## src/common/guard_pkg.sv

```systemverilog
// Write guard definitions
// Budget and age types, table index sizing and the fault cause record

`default_nettype none

package guard_pkg;

  // Budgets and tick counts share one width
  localparam int unsigned BudgetWidth = 10;

  typedef logic [BudgetWidth-1:0] budget_t;

  // Age carries one extra bit so it can pass the largest budget
  typedef logic [BudgetWidth:0] age_t;

  // Index width for a table of n entries, never below one bit
  function automatic int unsigned idx_width(input int unsigned n);
    return (n > 1) ? $clog2(n) : 1;
  endfunction

  // Sticky fault reasons
  typedef struct packed {
    logic timeout;     // A write ran past its budget
    logic unknown_id;  // B response without a matching write
  } fault_cause_t;

endpackage

`default_nettype wire

```

## src/common/wr_bus_pkg.sv

```systemverilog
// Write bus definitions
// Widths and types of the AW and B channel fields seen by the write guard

`default_nettype none

package wr_bus_pkg;

  // Transaction ID, one word shared by AW and B
  localparam int unsigned IdWidth = 4;

  // AW burst length field, beats minus one
  localparam int unsigned LenWidth = 8;

  typedef logic [IdWidth-1:0]  id_t;
  typedef logic [LenWidth-1:0] len_t;

endpackage

`default_nettype wire

```

## src/logic/aw_monitor.sv

```systemverilog
// AW channel monitor
// Gates AW ready and turns each AW handshake into a one-cycle enqueue
// request carrying the ID and the budget of the write

`timescale 1ns/1ps
`default_nettype none

module aw_monitor (
  input  logic                clk_i,
  input  logic                rst_i,
  input  logic                mst_aw_valid_i,
  input  wr_bus_pkg::id_t     mst_aw_id_i,
  input  wr_bus_pkg::len_t    mst_aw_len_i,
  input  logic                slv_aw_ready_i,
  input  guard_pkg::budget_t  budget_unit_i,
  input  logic                table_full_i,
  input  logic                fault_active_i,
  output logic                mst_aw_ready_o,
  output logic                enq_valid_o,
  output wr_bus_pkg::id_t     enq_id_o,
  output guard_pkg::budget_t  enq_budget_o
);

  import guard_pkg::*;

  logic                 aw_hs;
  logic [BudgetWidth:0] budget_sum;  // One bit wider to catch overflow
  budget_t              budget_sat;

  // No new writes while the table is full or a fault is pending
  assign mst_aw_ready_o = slv_aw_ready_i & ~table_full_i & ~fault_active_i;
  assign aw_hs          = mst_aw_valid_i & mst_aw_ready_o;

  // Longer bursts get a longer budget
  assign budget_sum = {1'b0, budget_unit_i} + (BudgetWidth + 1)'(mst_aw_len_i);
  assign budget_sat = budget_sum[BudgetWidth] ? '1 : budget_sum[BudgetWidth-1:0];

  always_ff @(posedge clk_i) begin
    if (rst_i) begin
      enq_valid_o <= 1'b0;
    end else begin
      enq_valid_o <= aw_hs;  // Single-cycle request
    end
  end

  // Payload of the request
  always_ff @(posedge clk_i) begin
    if (aw_hs) begin
      enq_id_o     <= mst_aw_id_i;
      enq_budget_o <= budget_sat;
    end
  end

endmodule

`default_nettype wire

```

## src/logic/fault_handler.sv

```systemverilog
// Fault handler
// Collects fault causes, holds the reset request until software clears it
// and pulses the interrupt when a fault first appears

`timescale 1ns/1ps
`default_nettype none

module fault_handler (
  input  logic                    clk_i,
  input  logic                    rst_i,
  input  logic                    fault_valid_i,
  input  guard_pkg::fault_cause_t fault_cause_i,
  input  logic                    reset_clear_i,
  output logic                    fault_active_o,
  output logic                    clear_o,
  output logic                    reset_req_o,
  output logic                    irq_o,
  output guard_pkg::fault_cause_t fault_cause_o
);

  import guard_pkg::*;

  logic         reset_req_q;
  logic         irq_q;
  fault_cause_t cause_q;

  // Clear only acts on a pending fault
  assign clear_o        = reset_clear_i & reset_req_q;
  assign fault_active_o = reset_req_q;
  assign reset_req_o    = reset_req_q;
  assign irq_o          = irq_q;
  assign fault_cause_o  = cause_q;

  always_ff @(posedge clk_i) begin
    if (rst_i) begin
      reset_req_q <= 1'b0;
      irq_q       <= 1'b0;
      cause_q     <= '0;
    end else if (clear_o) begin
      reset_req_q <= 1'b0;
      irq_q       <= 1'b0;
      cause_q     <= '0;
    end else begin
      irq_q <= fault_valid_i & ~reset_req_q;  // Only on the rising request
      if (fault_valid_i) begin
        reset_req_q <= 1'b1;
        cause_q     <= cause_q | fault_cause_i;  // Sticky causes
      end
    end
  end

endmodule

`default_nettype wire

```

## src/logic/write_guard.sv

```systemverilog
// Write transaction guard
// Watches the AW and B channels of one manager and one subordinate and
// requests a reset when a write times out or a response has no write

`timescale 1ns/1ps
`default_nettype none

module write_guard #(
  parameter int unsigned MaxWrTxns    = 4,
  parameter int unsigned PrescalerDiv = 4
) (
  input  logic                    clk_i,
  input  logic                    rst_i,
  // Manager AW
  input  logic                    mst_aw_valid_i,
  input  wr_bus_pkg::id_t         mst_aw_id_i,
  input  wr_bus_pkg::len_t        mst_aw_len_i,
  output logic                    mst_aw_ready_o,
  // Subordinate AW ready and the observed B channel
  input  logic                    slv_aw_ready_i,
  input  logic                    b_valid_i,
  input  logic                    b_ready_i,
  input  wr_bus_pkg::id_t         b_id_i,
  // Control
  input  guard_pkg::budget_t      budget_unit_i,
  input  logic                    reset_clear_i,
  output logic                    reset_req_o,
  output logic                    irq_o,
  output guard_pkg::fault_cause_t fault_cause_o
);

  import wr_bus_pkg::*;
  import guard_pkg::*;

  logic         enq_valid;
  id_t          enq_id;
  budget_t      enq_budget;
  logic         table_full;
  logic         fault_valid;
  fault_cause_t fault_cause;
  logic         fault_active;
  logic         table_clear;

  aw_monitor i_aw_monitor (
    .clk_i          ( clk_i          ),
    .rst_i          ( rst_i          ),
    .mst_aw_valid_i ( mst_aw_valid_i ),
    .mst_aw_id_i    ( mst_aw_id_i    ),
    .mst_aw_len_i   ( mst_aw_len_i   ),
    .slv_aw_ready_i ( slv_aw_ready_i ),
    .budget_unit_i  ( budget_unit_i  ),
    .table_full_i   ( table_full     ),
    .fault_active_i ( fault_active   ),
    .mst_aw_ready_o ( mst_aw_ready_o ),
    .enq_valid_o    ( enq_valid      ),
    .enq_id_o       ( enq_id         ),
    .enq_budget_o   ( enq_budget     )
  );

  txn_table #(
    .MaxWrTxns    ( MaxWrTxns    ),
    .PrescalerDiv ( PrescalerDiv )
  ) i_txn_table (
    .clk_i         ( clk_i       ),
    .rst_i         ( rst_i       ),
    .enq_valid_i   ( enq_valid   ),
    .enq_id_i      ( enq_id      ),
    .enq_budget_i  ( enq_budget  ),
    .b_valid_i     ( b_valid_i   ),
    .b_ready_i     ( b_ready_i   ),
    .b_id_i        ( b_id_i      ),
    .clear_i       ( table_clear ),
    .table_full_o  ( table_full  ),
    .fault_valid_o ( fault_valid ),
    .fault_cause_o ( fault_cause )
  );

  fault_handler i_fault_handler (
    .clk_i          ( clk_i         ),
    .rst_i          ( rst_i         ),
    .fault_valid_i  ( fault_valid   ),
    .fault_cause_i  ( fault_cause   ),
    .reset_clear_i  ( reset_clear_i ),
    .fault_active_o ( fault_active  ),
    .clear_o        ( table_clear   ),
    .reset_req_o    ( reset_req_o   ),
    .irq_o          ( irq_o         ),
    .fault_cause_o  ( fault_cause_o )
  );

endmodule

`default_nettype wire

```

## src/txn_table/txn_prescaler.sv

```systemverilog
// Tick prescaler
// Modulo counter that gives one tick cycle in every PrescalerDiv clocks

`timescale 1ns/1ps
`default_nettype none

module txn_prescaler #(
  parameter int unsigned PrescalerDiv = 4
) (
  input  logic clk_i,
  input  logic rst_i,
  output logic tick_o
);

  localparam int unsigned CntWidth = $clog2(PrescalerDiv);

  logic [CntWidth-1:0] cnt_q;

  assign tick_o = (cnt_q == CntWidth'(PrescalerDiv - 1));  // Last cycle of the period

  always_ff @(posedge clk_i) begin
    if (rst_i) begin
      cnt_q <= '0;
    end else if (tick_o) begin
      cnt_q <= '0;
    end else begin
      cnt_q <= cnt_q + 1'b1;
    end
  end

endmodule

`default_nettype wire

```

## src/txn_table/txn_table.sv

```systemverilog
// Outstanding write table
// Tracks every accepted write with its ID, budget, age and its rank among
// writes of the same ID. Releases on B responses and flags faults

`timescale 1ns/1ps
`default_nettype none

module txn_table #(
  parameter int unsigned MaxWrTxns    = 4,
  parameter int unsigned PrescalerDiv = 4
) (
  input  logic                    clk_i,
  input  logic                    rst_i,
  input  logic                    enq_valid_i,
  input  wr_bus_pkg::id_t         enq_id_i,
  input  guard_pkg::budget_t      enq_budget_i,
  input  logic                    b_valid_i,
  input  logic                    b_ready_i,
  input  wr_bus_pkg::id_t         b_id_i,
  input  logic                    clear_i,
  output logic                    table_full_o,
  output logic                    fault_valid_o,
  output guard_pkg::fault_cause_t fault_cause_o
);

  import wr_bus_pkg::*;
  import guard_pkg::*;

  localparam int unsigned IdxWidth = idx_width(MaxWrTxns);

  typedef logic [IdxWidth-1:0] idx_t;

  // Entry state
  logic [MaxWrTxns-1:0] occ_q;
  id_t                  id_q     [MaxWrTxns];
  budget_t              budget_q [MaxWrTxns];
  age_t                 age_q    [MaxWrTxns];
  idx_t                 seq_q    [MaxWrTxns];  // Zero marks the oldest of its ID

  logic                 tick;
  logic                 b_hs;
  logic                 pend_hit;
  logic                 unknown_id;
  logic                 enq_take;
  logic [MaxWrTxns-1:0] b_hit;
  logic [MaxWrTxns-1:0] timed_out;
  logic [MaxWrTxns-1:0] release_vec;
  idx_t                 alloc_idx;
  idx_t                 enq_seq;
  idx_t                 seq_next [MaxWrTxns];

  txn_prescaler #(
    .PrescalerDiv ( PrescalerDiv )
  ) i_prescaler (
    .clk_i  ( clk_i ),
    .rst_i  ( rst_i ),
    .tick_o ( tick  )
  );

  assign b_hs = b_valid_i & b_ready_i;

  // Response matching and timeout detection per entry
  always_comb begin
    for (int j = 0; j < MaxWrTxns; j++) begin
      b_hit[j]     = b_hs & occ_q[j] & (id_q[j] == b_id_i) & (seq_q[j] == '0);
      timed_out[j] = occ_q[j] & (age_q[j] > {1'b0, budget_q[j]});
    end
  end

  // A response may also answer the write still waiting to be entered
  assign pend_hit    = b_hs & ~|b_hit & enq_valid_i & (enq_id_i == b_id_i);
  assign unknown_id  = b_hs & ~|b_hit & ~pend_hit;
  assign enq_take    = enq_valid_i & ~pend_hit;
  assign release_vec = b_hit | timed_out;

  // Lowest free slot, and the new write's rank behind the survivors of its ID
  always_comb begin
    int cnt;
    cnt       = 0;
    alloc_idx = '0;
    for (int j = MaxWrTxns - 1; j >= 0; j--) begin
      if (!occ_q[j]) alloc_idx = idx_t'(j);
    end
    for (int j = 0; j < MaxWrTxns; j++) begin
      if (occ_q[j] && !release_vec[j] && (id_q[j] == enq_id_i)) cnt++;
    end
    enq_seq = idx_t'(cnt);
  end

  // Survivors move up by the number of older same-ID entries released
  always_comb begin
    int dec;
    for (int j = 0; j < MaxWrTxns; j++) begin
      dec = 0;
      for (int i = 0; i < MaxWrTxns; i++) begin
        if (release_vec[i] && (id_q[i] == id_q[j]) && (seq_q[i] < seq_q[j])) dec++;
      end
      seq_next[j] = seq_q[j] - idx_t'(dec);
    end
  end

  // Full also counts a request that has not landed yet
  always_comb begin
    int free_cnt;
    free_cnt = 0;
    for (int j = 0; j < MaxWrTxns; j++) begin
      if (!occ_q[j]) free_cnt++;
    end
    table_full_o = (free_cnt == 0) || ((free_cnt == 1) && enq_valid_i);
  end

  assign fault_valid_o            = |timed_out | unknown_id;
  assign fault_cause_o.timeout    = |timed_out;
  assign fault_cause_o.unknown_id = unknown_id;

  always_ff @(posedge clk_i) begin
    if (rst_i) begin
      occ_q <= '0;
    end else if (clear_i) begin
      occ_q <= '0;  // Software cleared the fault
    end else begin
      occ_q <= occ_q & ~release_vec;
      if (enq_take) begin
        occ_q[alloc_idx] <= 1'b1;
      end
    end
  end

  always_ff @(posedge clk_i) begin
    for (int j = 0; j < MaxWrTxns; j++) begin
      if (tick && occ_q[j]) age_q[j] <= age_q[j] + 1'b1;
      seq_q[j] <= seq_next[j];
    end
    if (enq_take) begin
      id_q[alloc_idx]     <= enq_id_i;
      budget_q[alloc_idx] <= enq_budget_i;
      age_q[alloc_idx]    <= '0;   // Fresh write starts at zero
      seq_q[alloc_idx]    <= enq_seq;
    end
  end

endmodule

`default_nettype wire

```

## config.mk

```make
export PLATFORM = sky130hd
export DESIGN_NAME = write_guard
export DESIGN_NICKNAME = d
export VERILOG_FILES = /design/src/common/guard_pkg.sv /design/src/common/wr_bus_pkg.sv /design/src/logic/aw_monitor.sv /design/src/logic/fault_handler.sv /design/src/logic/write_guard.sv /design/src/txn_table/txn_prescaler.sv /design/src/txn_table/txn_table.sv
export SDC_FILE = /design/constraint.sdc
export NUM_CORES = 1
export LEC_CHECK = 0
export CAP_MARGIN = 40
export CORE_ASPECT_RATIO = 0.75
export CORE_MARGIN = 2
export CORE_UTILIZATION = 50
export CTS_BUF_LIST = sky130_fd_sc_hd__clkbuf_2 sky130_fd_sc_hd__clkbuf_4 sky130_fd_sc_hd__clkbuf_8
export DETAILED_ROUTE_END_ITERATION = 6
export DONT_BUFFER_PORTS = 1
export HOLD_SLACK_MARGIN = 0.15
export SLEW_MARGIN = 0
export SYNTH_ARGS = -nofsm -noshare
export SYNTH_HDL_FRONTEND = slang
export SYNTH_SLANG_ARGS = --single-unit
```

## constraint.sdc

```tcl
create_clock -name clk_i -period 5.4 [get_ports clk_i]
set_input_delay 0.54 -clock clk_i [delete_from_list [all_inputs] [get_ports clk_i]]
set_output_delay 0.54 -clock clk_i [all_outputs]
set_load 0.02 [all_outputs]
```

==> results of run 1 <==
[routing by layer]
layer,vias to the layer above,routed length (um)
met3,19,584
li1,2738,-
met4,0,245
met2,86,7580
met1,2632,9410
met5,-,0
[cells in the final DEF (no fill, tap or decap), types with 15 or more instances in the layout]
cell type,instances
nand3_1,42
xor2_1,58
o21ai_1,15
ha_1,82
edfxtp_1,70
inv_1,72
nor2_1,52
xnor2_1,60
dfxtp_1,63
clkbuf_8,17
and3_1,22
a21oi_1,22
nand2_1,32
[flip-flops by register name, summed over array words and instances, names as in the netlist]
name	cells
i_fault_handler.fault_active_o	1
i_txn_table.i_prescaler.cnt_q	2
i_txn_table.budget_q	40
i_fault_handler.fault_cause_o	2
i_txn_table.seq_q	8
i_txn_table.id_q	16
i_fault_handler.irq_o	1
i_txn_table.age_q	44
i_aw_monitor.enq_valid_o	1
i_aw_monitor.enq_budget_o	10
i_aw_monitor.enq_id_o	4
i_txn_table.occ_q	4
[synth_stat cells (11+ instances only)]
cell type and n:
a21oi_1 22, and3_1 22, buf_2 28, dfxtp_1 63, edfxtp_1 70, ha_1 82
inv_1 72, mux2i_1 12, nand2_1 32, nand3_1 42, nand4_1 12, nor2_1 52
nor3_1 11, o21ai_1 15, xnor2_1 60, xor2_1 58
[through the flow]
stage / setup WS, ns / total power (uW)
after floorplan: 2.27 / 1370
final: 1.70 / 2230
after detailed placement: 1.76 / 1430
after global placement: 1.86 / 1420
after global routing: 1.36 / 2340
after CTS: 1.76 / 2250
[area by class of cell]
cell class	count	area, um^2	area share
clock buffer	20	256	0.0299
clock inverter	12	131	0.0153
inverter	76	285	0.0333
multi-input combinational	542	4220	0.492
sequential	133	3360	0.392
tap	210	263	0.0306
timing repair buffer	7	60.1	0.00700
[where the power goes]
group / internal, uW / total (uW) / switching (uW)
Clock: 425 / 822 / 397
Sequential: 1120 / 1190 / 64.8
Combinational: 105 / 227 / 122
[final timing paths]
kind,start,to,slack (ns),cells past startpoint
setup / recovery,i_txn_table.id_q[0][3]$_DFFE_PP_,i_txn_table.seq_q[2][1]$_DFF_P_,1.70,11
hold / removal,mst_aw_id_i[3],i_aw_monitor.enq_id_o[3]$_DFFE_PP_,0.20,0
setup reg to reg,i_txn_table.id_q[0][3]$_DFFE_PP_,i_txn_table.seq_q[2][1]$_DFF_P_,1.70,11
hold reg to reg,i_txn_table.i_prescaler.cnt_q[0]$_SDFF_PP0_,i_txn_table.i_prescaler.cnt_q[0]$_SDFF_PP0_,0.44,1
[worst max-delay path, stage by stage (launching register included)]
cell and delay (ns):
edfxtp_1 0.50, xor2_1 0.19, nor4_1 0.51, nand4_1 0.20, a21boi_1 0.24, a2111oi_0 0.79
ha_1 0.37, xnor2_1 0.13, ha_1 0.19, xnor2_1 0.20, xnor2_1 0.15, mux2i_1 0.09
[cell families after synthesis]
| family | share of synthesized area |
|---|---|
| adders and majority gates | 0.130 |
| AOI/OAI and AO/OA | 0.0961 |
| buffers and inverters | 0.0593 |
| DFF | 0.417 |
| and+or+nand+nor | 0.152 |
| xor gates and xnor gates | 0.128 |
| muxes | 0.0177 |
==> impl_metrics.tcl, run 1 <==
set metrics [dict create \
    met2_usage 0.326 \
    final_nets 893 \
    min_period_ns 3.70 \
    final.period_utilization 0.685 \
    postCtsHoldBufs 1 \
    rsz0062_at_grt "no" \
    cp_data_arrival_time_ns 4.01 \
    antenna_cells 0 \
    dieArea_um2 17200 \
    tightest_slew_ns 0.895 \
    synthArstFlopShare 0 \
    pwr_density_cell_nw_per_um2 260 \
    synthDistinctLibCells 62 \
    wl_um 17800 \
    holdCritPathClass "in -> reg" \
    dr.pass1.iters 5 \
    grt_overflow 0 \
    clkLatencyLatePin_ns 0.44 \
    rows 40 \
    start_util 0.506 \
    syn_area_um2 8060 \
    hold_ws_ns 0.202 \
    path_clk_slew_ns 0.08 \
    synth_top_area_cell "edfxtp_1" \
    synth-edff-count 70 \
    dieWidth_um 151 \
    drt_iter0_markers 252 \
    grt.busiest_layer "met2" \
    fin_cells 1000 \
    grt_pass1_vias 5425 \
    cts_inserted_buffers 17 \
    grt_usage 0.220 \
    ant_nets 0 \
    p_leak_uw 0.00348 \
    final_util 0.539 \
    postSynthAreaPerCell_um2 10.2 \
    core_area_um2 15900 \
    routabilityCongestion 0.958 \
    root_buffer "clkbuf_8" \
    finalMaxSlewViolations 0 \
    setup_violations 0 \
    finClkSkew_ns 0.0105 \
    antenna_found_initial 0 \
    synthTopCellsByArea "edfxtp_1, dfxtp_1, ha_1" \
    chipHeight_um 114 \
    vias 5475 \
    tritoncts "built" \
    crit_path_end_kind "register" \
    grt_max_degree 26 \
    synthFlopType "edfxtp_1" \
    syn_nets 904 \
    yosys_warnings 0 \
    path_class "reg -> reg" \
    clkSinkCount 133 \
    final_area_um2 8580 \
    pin_count 38 \
    drive_above_1_share 0.0734 \
    synth-seq-cells 133 \
    synthCells 788 \
    via_per_inst 5.48 \
    max-cap-violations 0 \
    fillers 1458 \
    finalSetupTns_ns 0 \
    met3_usage 0.0536 \
    dpl.hpwl_um 13700 \
    port_buffers 0 \
    drc_errors 0 \
    max_freq_ghz 0.270 \
    grt.met1_usage 0.324 \
    synth_seq_area_share 0.417 \
    hold_viol_final 0 \
    worstPathRequired_ns 5.71 \
    area_delta_synth_final_pct 6.43 \
    start_kind "register" \
    ir_drop_uv 213 \
    critPathMaxFanout 5 \
    dpl_cell_area_um2 8160 \
    slew_headroom 0.402 \
    cts_resized 0 \
    outcome "complete, no violations" \
    wl_per_cell_um 17.8 \
    postCtsSetupBuffers 0 \
    dp_cells 965 \
    clock_path_buffers 2 \
    grt_first_pass_wirelength_um 28500 \
    synth_top_cell_area_share 0.261 \
    cts_htree_levels 4 \
]
Note: power is estimated with default switching activity, not from simulation.
==> run 2: changes to the inputs <==
Clock period 5.4 ns to 3.75 ns, I/O delays scaled along.
==> impl_metrics.tcl, run 2 (same netlist as run 1, synthesis figures left out) <==
set metrics [dict create \
    outcome "complete, no violations" \
    finClkSkew_ns 0.0198 \
    wl_um 17900 \
    max-cap-violations 0 \
    ir_drop_uv 198 \
    dpl.hpwl_um 13700 \
    wl_per_cell_um 17.7 \
    dieArea_um2 17200 \
    regMostFlops "i_txn_table.age_q" \
    area_delta_synth_final_pct 8.59 \
    cts_inserted_buffers 17 \
    hold_viol_final 0 \
    crit_top_cell "xnor2_1" \
    grt_max_degree 26 \
    rr_worst_depth 12 \
    crit_path_max_incr_delay_ns 0.74 \
    pin_count 38 \
    start_util 0.506 \
    critPathMaxFanout 5 \
    grt_pass1_vias 5490 \
    min_to "i_fault_handler.fault_active_o$_SDFFE_PP0N_" \
    crit_path_end_kind "register" \
    drc_errors 0 \
    path_clk_slew_ns 0.09 \
    grt_overflow 0 \
    dr.pass1.iters 4 \
    worstPathRequired_ns 4.08 \
    pwr_density_cell_nw_per_um2 379 \
    clkLatencyLatePin_ns 0.46 \
    routabilityCongestion 0.940 \
    rsz0062_at_grt "no" \
    start_kind "register" \
    port_buffers 0 \
    dpl_cell_area_um2 8240 \
    hp-start "rst_i" \
    top_regs "i_txn_table.age_q: 44 flops, i_txn_table.budget_q: 40 flops, i_txn_table.id_q: 16 flops" \
    hold_ws_ns 0.203 \
    rows 40 \
    clock_path_buffers 2 \
    rr_startpoint "i_txn_table.id_q[0][3]$_DFFE_PP_" \
    setup_violations 0 \
    tritoncts "built" \
    crit_path_top_delay_cell "a2111oi_0" \
    cp_data_arrival_time_ns 3.91 \
    slew_headroom 0.434 \
    final.period_utilization 0.955 \
    finalSetupTns_ns 0 \
    mostFrequentLayoutCells "ha_1, inv_1, edfxtp_1" \
    grt_first_pass_wirelength_um 28900 \
    max_freq_ghz 0.279 \
    cts_htree_levels 4 \
    antenna_found_initial 0 \
    via_per_inst 5.52 \
    drive_above_1_share 0.0846 \
    p_leak_uw 0.00357 \
    clkSinkCount 133 \
    grt_usage 0.223 \
    vias 5600 \
    ant_nets 0 \
    dieWidth_um 151 \
    min_period_ns 3.58 \
    post-place-ws_ns 0.0561 \
    path_class "reg -> reg" \
    chipHeight_um 114 \
    root_buffer "clkbuf_8" \
    hold_depth 2 \
    reg2reg_setup_slack_ns 0.17 \
    holdCritPathClass "in -> reg" \
    antenna_cells 0 \
    finalMaxSlewViolations 0 \
    r2r_end "i_txn_table.seq_q[2][1]$_DFF_P_" \
    core_area_um2 15900 \
    layout_commonest_cell "ha_1" \
    path_cells "xor2_1 > nor4_1 > nand4_1 > a21boi_2 > buf_4 > a2111oi_0 > ha_1 > xnor2_1 > ha_1 > xnor2_1 > xnor2_1 > mux2i_1" \
    fin_ws_ns 0.167 \
    final_util 0.550 \
    tightest_slew_ns 0.827 \
    final_area_um2 8750 \
    final_nets 907 \
    largest_reg_flops 44 \
    drt_iter0_markers 325 \
]
## run 2: worst max-delay path: cells and delay by family, from the launching register on
family	cells	cell delay [ns]
compound gates	2	0.95
xor+xnor	4	0.63
fa+ha+maj	2	0.56
buf+inv	1	0.15
flops	1	0.52
mux	1	0.08
simple gates	2	0.56
## run 2: worst max-delay path by stage
stage	from	end	cells after the start	slack, ns
5_1_grt	i_txn_table.id_q[0][3]$_DFFE_PP_	i_txn_table.seq_q[2][1]$_DFF_P_	12	0.009
3_5_place_dp	i_txn_table.budget_q[0][2]$_DFFE_PP_	i_txn_table.seq_q[0][1]$_DFF_P_	15	0.06
6_report	i_txn_table.id_q[0][3]$_DFFE_PP_	i_txn_table.seq_q[2][1]$_DFF_P_	12	0.17
3_3_place_gp	i_txn_table.budget_q[0][2]$_DFFE_PP_	i_txn_table.seq_q[0][1]$_DFF_P_	15	0.23
2_1_floorplan	i_txn_table.occ_q[0]$_SDFF_PP0_	i_aw_monitor.enq_budget_o[0]$_SDFFCE_PP1P_	11	0.62
4_1_cts	i_txn_table.budget_q[0][2]$_DFFE_PP_	i_txn_table.seq_q[3][1]$_DFF_P_	15	0.11
## run 2: what timing repair did
| action | CTS | global route |
|---|---|---|
| hold buffers | 7 | 0 |
| endpoints found under the setup margin | 1 | 4 |
| hold endpoints to repair | 9 | 0 |
| resized for setup | 1 | 2 |
| pin swaps | 0 | 2 |
| buffers inserted | 0 | 2 |
## run 2: metal layers
metal / share of wire / track usage
met4: 0.012 / 0.0611
met5: 0 / 0
met1: 0.52 / 0.337
met2: 0.43 / 0.324
met3: 0.045 / 0.0436
## run 2: metrics by stage
stage,instances,total power [uW]
after floorplan,788,1970
after global placement,973,2050
after detailed placement,973,2070
after CTS,1012,3340
after global routing,1014,3460
final,1014,3320
## run 2: layout make-up
type	instances	area (um^2)
sequential	133	3360
clock buffer	17	234
timing repair buffer	21	200
clock inverter	15	178
fill	1399	7160
tap	210	263
multi-input combinational	542	4230
inverter	76	285
## run 2: report_power, final
group          switching [uW]  internal, uW  leakage, uW  total, uW
registers                95.0          1610      0.00115       1710
logic                     178           158      0.00222        337
clock network             612           662     0.000204       1270
total                     885          2430      0.00357       3320
==> run 3: changes to the inputs <==
Settings changed: RECOVER_POWER set to 100.
==> impl_metrics.tcl, run 3 (same netlist as run 1, synthesis figures left out) <==
set metrics [dict create \
    dr.pass1.iters 5 \
    drive_above_1_share 0.0746 \
    finalMaxSlewViolations 0 \
    layout_commonest_cell "ha_1" \
    dieArea_um2 17200 \
    cts_inserted_buffers 17 \
    outcome "complete, no violations" \
    antenna_cells 0 \
    fin_ws_ns 0.183 \
    grt_pass1_vias 5490 \
    max_freq_ghz 0.280 \
    crit_path_max_incr_delay_ns 0.74 \
    crit_top_cell "xnor2_1" \
    vias 5556 \
    routabilityCongestion 0.940 \
    critPathMaxFanout 5 \
    grt_usage 0.223 \
    p_leak_uw 0.00356 \
    path_class "reg -> reg" \
    max-cap-violations 0 \
    wl_per_cell_um 17.7 \
    min_period_ns 3.57 \
    drc_errors 0 \
    path_clk_slew_ns 0.09 \
    crit_path_top_delay_cell "a2111oi_0" \
    port_buffers 0 \
    ant_nets 0 \
    largest_reg_flops 44 \
    grt_max_degree 26 \
    antenna_found_initial 0 \
    crit_path_end_kind "register" \
    routed-wl-met3_um 865 \
    cp_num_buf_inv 1 \
    start_util 0.506 \
    final_nets 907 \
    ir_drop_uv 198 \
    clkSinkCount 133 \
    rows 40 \
    slew_headroom 0.274 \
    start_kind "register" \
    cts_htree_levels 4 \
    cp_data_arrival_time_ns 3.90 \
    dieWidth_um 151 \
    area_delta_synth_final_pct 7.90 \
    regMostFlops "i_txn_table.age_q" \
    chipHeight_um 114 \
    via_per_inst 5.48 \
    clkLatencyLatePin_ns 0.46 \
    wl_um 17900 \
    tightest_slew_ns 1.09 \
    drt-met1-wl_um 9240 \
    tritoncts "built" \
    pin_count 38 \
    met2_length_um 7660 \
    top_regs "i_txn_table.age_q: 44 flops, i_txn_table.budget_q: 40 flops, i_txn_table.id_q: 16 flops" \
    dp_cells 973 \
    fin_cells 1014 \
    path_cells "xor2_1 > nor4_1 > nand4_1 > a21boi_2 > clkbuf_4 > a2111oi_0 > ha_1 > xnor2_1 > ha_1 > xnor2_1 > xnor2_1 > mux2i_1" \
    core_area_um2 15900 \
    grt_first_pass_wirelength_um 28900 \
    clock_path_buffers 2 \
    final.period_utilization 0.951 \
    worstPathRequired_ns 4.08 \
    rsz0062_at_grt "no" \
    grt_overflow 0 \
    critPathTopFamily "compound AO/OA/AOI/OAI gates" \
    pwr_density_cell_nw_per_um2 380 \
    setup_violations 0 \
    finalSetupTns_ns 0 \
    finClkSkew_ns 0.0184 \
    fillers 1408 \
    top_layer "met4" \
    drt_iter0_markers 328 \
    holdCritPathClass "in -> reg" \
    post-place-ws_ns 0.0561 \
    hold_viol_final 0 \
    dpl.hpwl_um 13700 \
    mostFrequentLayoutCells "ha_1, inv_1, edfxtp_1" \
    root_buffer "clkbuf_8" \
]
-- run 3: timing repair --
item / 4_1_cts / 5_1_grt
resized for setup: 1 / 2
buffers inserted: 0 / 2
hold buffers: 7 / 0
pin swaps: 0 / 2
setup endpoints to repair: 1 / 4
endpoints found under the hold margin: 9 / 0
-- run 3: per-layer routing --
metal  GRT usage  vias up
met3      0.0436       17
met1       0.337     2661
met2       0.324      113
met5           0        -
met4      0.0611        0
li1            -     2765
-- run 3: power by group --
part	internal (uW)	total [uW]	switching, uW	leakage [uW]
clock network	662	1270	608	0.000204
registers	1610	1710	95.4	0.00115
logic	153	330	177	0.00221
total	2430	3310	880	0.00356
-- run 3: layout make-up --
class,count,area [um^2],area share
multi-input cells,542,4210,0.484
flip-flops and latches,133,3360,0.387
inverters,76,285,0.0328
well taps,210,263,0.0302
clock buffers,17,234,0.0269
clock inverters,15,178,0.0204
repair buffers,21,160,0.0184
-- run 3: final timing paths --
kind	slack, ns	cells after the start	start	end
hold / removal	0.21	2	rst_i	i_fault_handler.fault_active_o$_SDFFE_PP0N_
hold reg to reg	0.43	1	i_txn_table.i_prescaler.cnt_q[0]$_SDFF_PP0_	i_txn_table.i_prescaler.cnt_q[0]$_SDFF_PP0_
setup reg to reg	0.18	12	i_txn_table.id_q[0][3]$_DFFE_PP_	i_txn_table.seq_q[2][1]$_DFF_P_
setup / recovery	0.18	12	i_txn_table.id_q[0][3]$_DFFE_PP_	i_txn_table.seq_q[2][1]$_DFF_P_
-- run 3: worst register-to-register path, stage by stage, from the launching register on --
cell,delay (ns)
edfxtp_1,0.52
xor2_1,0.19
nor4_1,0.37
nand4_1,0.18
a21boi_2,0.21
clkbuf_4,0.15
a2111oi_0,0.74
ha_1,0.37
xnor2_1,0.14
ha_1,0.19
xnor2_1,0.16
xnor2_1,0.14
mux2i_1,0.08
-- run 3: per-stage QoR --
| stage | total power (uW) | hold slack (ns) | utilization | cell area (um^2) |
|---|---|---|---|---|
| after floorplan | 1970 | 0.403 | - | 8060 |
| after CTS | 3340 | 0.174 | 0.549 | 8730 |
| after global routing | 3450 | 0.198 | 0.546 | 8700 |
| after detailed placement | 2070 | 0.419 | 0.518 | 8240 |
| after global placement | 2050 | 0.409 | 0.518 | 8240 |
| final | 3310 | 0.207 | 0.546 | 8700 |
